==> config.mk <==
export PLATFORM = sky130hd
export DESIGN_NAME = itlb
export DESIGN_NICKNAME = d
export VERILOG_FILES = /design/src/hw/tlb_pkg.sv /design/src/hw/cache_pkg.sv /design/src/hw/itlb.sv
export VERILOG_INCLUDE_DIRS = /design/src /design/src/hw
export SDC_FILE = /design/constraint.sdc
export NUM_CORES = 1
export LEC_CHECK = 0
export ABC_AREA = 1
export BUFFER_PORTS_ARGS = -buffer_cell sky130_fd_sc_hd__buf_4
export CORE_MARGIN = 4
export CORE_UTILIZATION = 29
export DETAILED_ROUTE_END_ITERATION = 12
export PLACE_DENSITY = 0.51
export SYNTH_ARGS = -nofsm -noshare
export SYNTH_HDL_FRONTEND = slang
export SYNTH_SLANG_ARGS = --single-unit
==> constraint.sdc <==
create_clock -name clk -period 8.5 [get_ports clk]
set_input_delay 1.275 -clock clk [delete_from_list [all_inputs] [get_ports clk]]
set_output_delay 1.275 -clock clk [all_outputs]
set_load 0.005 [all_outputs]
==> src/hw/icache_macros.svh <==
`ifndef ICACHE_MACROS_SVH
`define ICACHE_MACROS_SVH

// Fetch address and cache line geometry
`define ICACHE_ADDR_W 32
`define ICACHE_LINE_W 128

// Cache organisation
`define ICACHE_NSET 256
`define ICACHE_NWAY 2

// Physical tag and page number width
`define ICACHE_TAG_W 20

// Instruction TLB size
`define ITLB_ENTRIES 8

`endif
==> src/hw/tlb_pkg.sv <==
`default_nettype none

`include "icache_macros.svh"

package tlb_pkg;

    localparam int TLB_IDX_W = $clog2(`ITLB_ENTRIES);

    // Sent with every fetch
    typedef struct packed {
        logic                      trans_en;
        logic [`ICACHE_ADDR_W-1:0] vaddr;
    } tlb_req_t;

    // Registered lookup result
    typedef struct packed {
        logic                     found;
        logic [`ICACHE_TAG_W-1:0] tag;
    } tlb_res_t;

    // Entry update
    typedef struct packed {
        logic                     we;
        logic [TLB_IDX_W-1:0]     idx;
        logic                     valid;
        logic [`ICACHE_TAG_W-1:0] vpn;
        logic [`ICACHE_TAG_W-1:0] ppn;
    } tlb_wr_t;

endpackage

`default_nettype wire

==> src/hw/cache_pkg.sv <==
`default_nettype none

`include "icache_macros.svh"

package cache_pkg;

    localparam int PAGE_OFF_W = `ICACHE_ADDR_W - `ICACHE_TAG_W;
    localparam int BYTE_OFF_W = $clog2(`ICACHE_LINE_W / 8);
    localparam int SET_W = $clog2(`ICACHE_NSET);

    // Page view, used for translation
    typedef struct packed {
        logic [`ICACHE_TAG_W-1:0] vpn;
        logic [PAGE_OFF_W-1:0]    offset;
    } page_view_t;

    // Cache view, used for indexing
    typedef struct packed {
        logic [`ICACHE_TAG_W-1:0] tag;
        logic [SET_W-1:0]         set;
        logic [BYTE_OFF_W-1:0]    byte_off;
    } cache_view_t;

    typedef union packed {
        page_view_t  page;
        cache_view_t cache;
    } fetch_addr_u;

    typedef struct packed {
        logic                     valid;
        logic [`ICACHE_TAG_W-1:0] tag;
    } tag_entry_t;

    typedef struct packed {
        logic                      req;
        logic [`ICACHE_ADDR_W-1:0] addr;
    } mem_req_t;

    typedef struct packed {
        logic                      rdy;
        logic                      rvalid;
        logic [`ICACHE_LINE_W-1:0] data;
    } mem_rsp_t;

endpackage

`default_nettype wire

==> src/hw/itlb.sv <==
`timescale 1ns/1ps
`default_nettype none

`include "icache_macros.svh"

module itlb
    import cache_pkg::*;
    import tlb_pkg::*;
(
    input  logic     clk,
    input  logic     rst,
    input  tlb_req_t req_i,
    input  logic     fetch_i,
    input  tlb_wr_t  wr_i,
    output tlb_res_t res_o
);
    logic                     ent_valid [`ITLB_ENTRIES];
    logic [`ICACHE_TAG_W-1:0] ent_vpn   [`ITLB_ENTRIES];
    logic [`ICACHE_TAG_W-1:0] ent_ppn   [`ITLB_ENTRIES];

    fetch_addr_u              va;
    logic                     lk_found;
    logic [`ICACHE_TAG_W-1:0] lk_ppn;

    assign va = req_i.vaddr;

    always_ff @(posedge clk) begin
        if (rst) begin
            for (int i = 0; i < `ITLB_ENTRIES; i++) begin
                ent_valid[i] <= 1'b0;
            end
        end else if (wr_i.we) begin
            ent_valid[wr_i.idx] <= wr_i.valid;
        end
    end

    always_ff @(posedge clk) begin
        if (wr_i.we) begin
            ent_vpn[wr_i.idx] <= wr_i.vpn;
            ent_ppn[wr_i.idx] <= wr_i.ppn;
        end
    end

    // Fully associative match on the page number
    always_comb begin
        lk_found = 1'b0;
        lk_ppn = '0;
        for (int i = 0; i < `ITLB_ENTRIES; i++) begin
            if (ent_valid[i] && ent_vpn[i] == va.page.vpn) begin
                lk_found = 1'b1;
                lk_ppn = ent_ppn[i];
            end
        end
    end

    always_ff @(posedge clk) begin
        if (rst) begin
            res_o <= '0;
        end else if (fetch_i) begin
            if (req_i.trans_en) begin
                res_o.found <= lk_found;
                res_o.tag <= lk_ppn;
            end else begin
                // Identity mapping
                res_o.found <= 1'b1;
                res_o.tag <= va.page.vpn;
            end
        end
    end

endmodule

`default_nettype wire

Word-level counts from Yosys, hierarchy flattened
Memory sizes are Yosys's and may differ from the RTL's.
Cells that the tools add are included.
Widths: inputs -> output; s select.
{"block": "totals", "ff_bits": 21, "ram_bits": 328, "in_bits": 81, "out_inout_bits": 21, "wordCells": 48, "memories": 3}
{"memory": "ent_ppn", "words": 8, "word_bits": 20, "read_ports": 8, "rd_ports_with_merged_regs": 0, "write_ports": 1, "line_no": "itlb.sv:19", "source": "logic [`ICACHE_TAG_W-1:0] ent_ppn [`ITLB_ENTRIES];"}
{"memory": "ent_vpn", "words": 8, "word_bits": 20, "read_ports": 8, "rd_ports_with_merged_regs": 0, "write_ports": 1, "line_no": "itlb.sv:18", "source": "logic [`ICACHE_TAG_W-1:0] ent_vpn [`ITLB_ENTRIES];"}
{"memory": "ent_valid", "words": 8, "word_bits": 1, "read_ports": 8, "rd_ports_with_merged_regs": 0, "write_ports": 8, "line_no": "itlb.sv:17", "source": "logic ent_valid [`ITLB_ENTRIES];"}
{"block": "op_classes", "n_eq_ne": 8, "muxes": 26, "n_reduce_logical": 9}
{"cell": "$eq 20x20->1", "count": 8}
{"cell": "$mux 20", "count": 8}
{"cell": "$mux 21", "count": 1}
{"cell": "$mux 1", "count": 16}
{"cell": "$logic_and 1x1->1", "count": 8}
{"cell": "$mux 3", "count": 1}
{"cell": "$reduce_or 1->1", "count": 1}

Depth between registers and ports, before layout
{"block": "depth", "depth_word": 11, "mapped_depth": 19, "mapped_depth_nobuf": 17}

Least setup slack after synthesis
Ideal clock, no wire load.
{"block": "synth_path", "path_kind": "input to register", "start": "input port wr_i[44] (netlist bit)", "end": "memory ent_valid[0], enable pin", "setup_ns": 0.299, "arrival_time_ns": 3.458, "t_required_ns": 8.201, "slack_ns": 4.744, "cell_stages": 6, "n_path_buf": 0, "cell_sequence": "inv_1 > nor2_1 > inv_1 > nor2_1 > inv_1 > nand2_1"}
{"item": "start: declaration", "line_no": "itlb.sv:14", "source": "input tlb_wr_t wr_i,"}
{"item": "end: declaration", "line_no": "itlb.sv:17"}

Worst setup path after layout
{"block": "layout_path", "start": "input port req_i[18] (netlist bit)", "end": "register res_o[6] (netlist bit)"}
{"block": "layout_via", "elab_chain_cells": 11, "elab_cells_between_ends": 25, "classes_between": "eq/ne (8); mux (9); reduce/logical (8)"}
{"item": "start: declaration", "line_no": "itlb.sv:12", "source": "input tlb_req_t req_i,"}
{"item": "$eq 20x20->1", "line_no": "itlb.sv:49", "source": "if (ent_valid[i] && ent_vpn[i] == va.page.vpn) begin"}
{"item": "$logic_and 1x1->1", "line_no": "itlb.sv:49"}
{"item": "$mux 20 (8 in series)", "line_no": "itlb.sv:49"}
{"item": "$mux 21 (*)", "line_no": "itlb.sv:60", "source": "if (req_i.trans_en) begin"}
{"item": "end: declaration", "line_no": "itlb.sv:15", "source": "output tlb_res_t res_o"}
Mark *: on every way between the ends. The rest lies on a longest branch, timed or not.
A chain may end at the register's enable or synchronous reset.

==> summary.md <==
| Metric | Value |
|---|---|
| Vias | `between 10k and 15k` |
| Drt wl/cell | `20.82 um` |
| Max Slew Vio Count | `0` |
| Synth area leaders | `edfxtp_1 (65%), nand2_1 (8.6%), nor2_1 (4.9%)` |
| Final WL | `around 46 mm` |
| Max-cap check violation count | `0` |
| Largest net degree at the start of global routing | `42` |
| Critical Path End Type | `flop` |
| Worst Path Arrival | `4.31 ns` |
| Seq/Total Area, Yosys | `68.18%` |
| Aggregate negative setup slack | `0 ns` |
| LEAKAGE | `0.006694 uW` |
| Setup CP Type | `input pin to flop` |
| Hold_buf cts | `0` |
| Hold Path Class | `flop to flop` |
| Postcts setup bufs | `0` |
| Vias in the first global route | `9,838` |
| Crit Path Max Fanout | `36` |
| Area after DPL | `16,390 um2` |
| Synth Net Count | `about 1.5k` |
| Count leader, synth | `nand2_1` |
| Final setup violating endpoints | `0` |
| Worst path cell trace | `buf_4 -> xor2_1 -> nor2_1 -> nand4_1 -> nor2_1 -> nand3_2 -> nand2_1 -> nor2_1 -> nand2_1 -> nand2_1 -> nand2_1 -> a21oi_1` |
| Remaining DRCs | `0` |
| IO buf count | `89` |
| RSZ-0062 raised after global routing | `false` |
| Crit-path most repeated cell | `nand2_1` |
| Mapped Cells | `1,383` |
| Yosys top cell by area | `edfxtp_1` |
| Critical Path RT | `a little under 9 ns` |
| Fmax | `0.2572 GHz` |
| Synth Register Bits | `349` |
| GP Congestion | `0.8688` |
| Clock buffer count from CTS | `39` |
| Pwr Density | `221.4 nW/um2` |
| Status | `complete, no violations` |
| DP HPWL | `approximately 30 mm` |
| Relative slew slack | `34.20%` |
| Most used DFF post-synth | `edfxtp_1` |
| Maximum VDD drop | `around 0.00011 V` |
| Worst setup SP type | `input pin` |
| GRT Total Usage | `between 10% and 20%` |
| Slowest stage delay, CP | `0.85 ns` |
| Commonest cells post-synth | `nand2_1 (347), edfxtp_1 (328), nor2_1 (196)` |
| Reg clk slew, reported paths | `0.05 ns` |
| DRT Pass-1 Iters | `5` |
| Synth Warn # | `0` |
| Final period util | `~46%` |
| Die Width | `about 240 um` |
| Slowest CP cell | `nand3_2` |
| Root buffer cell | `clkbuf_16` |
| Core Rows | `83` |
| Ys async rst share | `0%` |
| Post-synth EDFFs | `approximately 330` |
| Period minus WS final | `3.888 ns` |
| Average cell area after synthesis | `10.89 um2` |
| Post-CTS Resized | `0` |
| Initial Util | `between 20% and 30%` |
| Count of cell types in the netlist | `39` |
| Height of the die | `around 240 um` |
| CP top delay family | `simple AND/OR/NAND/NOR gates` |
| Share of the synthesized area in the top cell type | `65.39%` |
| Ports | `102` |
| Iter 0 DRT Violations | `898` |
| Post-Syn Area | `about 15,000 um2` |
| # nets final | `1,557` |
| CTS tree | `done` |
| Clk buf depth | `3` |
| GR Overflow Total | `0` |
| Fraction of layout cells with a size suffix above 1 | `14.07%` |
| Htree depth | `2` |
| P&R area growth vs syn | `17.54%` |
| Post-Route Skew | `0.03202 ns` |
| Hold Vio Cnt, Final | `0` |
| N_diodes | `0` |
| Clock latency on the worst-skew pair | `0.55 ns` |
| First-pass GRT wire length | `66.31 mm` |
| Cell area after layout | `~18,000 um2` |
| Initial antenna violation count | `1` |
| CTS sink cnt | `349` |
| Post-DRT Antenna Nets | `0` |
| CP Buf/Inv Count | `1` |
| Core area | `51,410 um2` |
| Via-to-Cell Ratio | `approximately 4.7` |
| Die Area | `55,650 um2` |
| Worst slew pin tran | `approximately 1 ns` |
==> path summary, 6_finish.rpt <==
check	start	end	slack, ns	cells after the start
hold reg to reg	res_o[6]	res_o[6]	0.46	2
setup / recovery	req_i[18]	res_o[6]	4.61	12
setup reg to reg	ent_vpn[7][6]	res_o[6]	5.19	11
hold / removal	res_o[6]	res_o[6]	0.46	2
==> where the power goes <==
group,internal (uW),switching (uW),leakage (uW)
sequential,1940,22.5,0.00316
clock,1040,692,0.000646
combinational,70.6,157,0.00289
total,3050,872,0.00669
==> stage by stage <==
step / total power, uW / util [%] / setup WS (ns) / instances / hold WS [ns]
after floorplan: 2105 / - / 4.744 / 1383 / 0.4557
after global placement: 2225 / 31.88 / 4.085 / 2115 / 0.4584
after detailed placement: 2229 / 31.88 / 4.062 / 2115 / 0.4548
after CTS: 3955 / 34.44 / 4.628 / 2187 / 0.4637
after global routing: 4048 / 34.44 / 4.440 / 2187 / 0.4921
final: 3919 / 34.44 / 4.612 / 2187 / 0.4608
==> worst min-delay path, cell delays in order, from the launching register on <==
cell and delay [ns]:
dfxtp_1 0.31, nand2_1 0.06, a21oi_1 0.05
==> area by class of cell <==
cell class / instances / area (um2)
sequential: 349 / 10270
inverter: 118 / 442.9
tap: 680 / 850.8
clock inverter: 25 / 266.5
clock buffer: 47 / 1047
multi-input combinational: 869 / 4083
timing repair buffer: 99 / 743.2
fill: 5129 / 33700
==> sequential cells by signal, indices dropped and copies added (netlist names) <==
register	count
ent_ppn	160
ent_valid	8
ent_vpn	160
res_o	21
==> layer usage <==
layer  vias up  track usage [%]  wire (um)
met4         0            3.559        860
li1       4872                -          -
met1      4994            21.93      20050
met5         -                0          0
met3        54            2.631       2821
met2       354            26.52      21810
==> logic make-up after synthesis <==
group,Yosys count,share of synthesized area [%]
compound gates,212,7.651
xor+xnor,43,2.500
buf+inv,165,5.142
flops,349,68.18
simple gates,614,16.52
==> cells in the final DEF (no fill, tap or decap), drive strengths merged, types with 4 or more instances in the layout <==
cell type	synthesis	layout
or2	4	4
o21ai	116	116
clkbuf	9	47
nor2	205	205
bufinv	0	5
nand4	17	17
o211ai	9	9
a21oi	61	61
xor2	14	14
nand3	32	32
inv	117	119
xnor2	29	29
edfxtp	328	328
nor3	5	5
buf	38	99
nand2	350	350
dfxtp	21	21
o22ai	18	18
clkinv	1	18
Note: power is estimated with default switching activity, not from simulation.
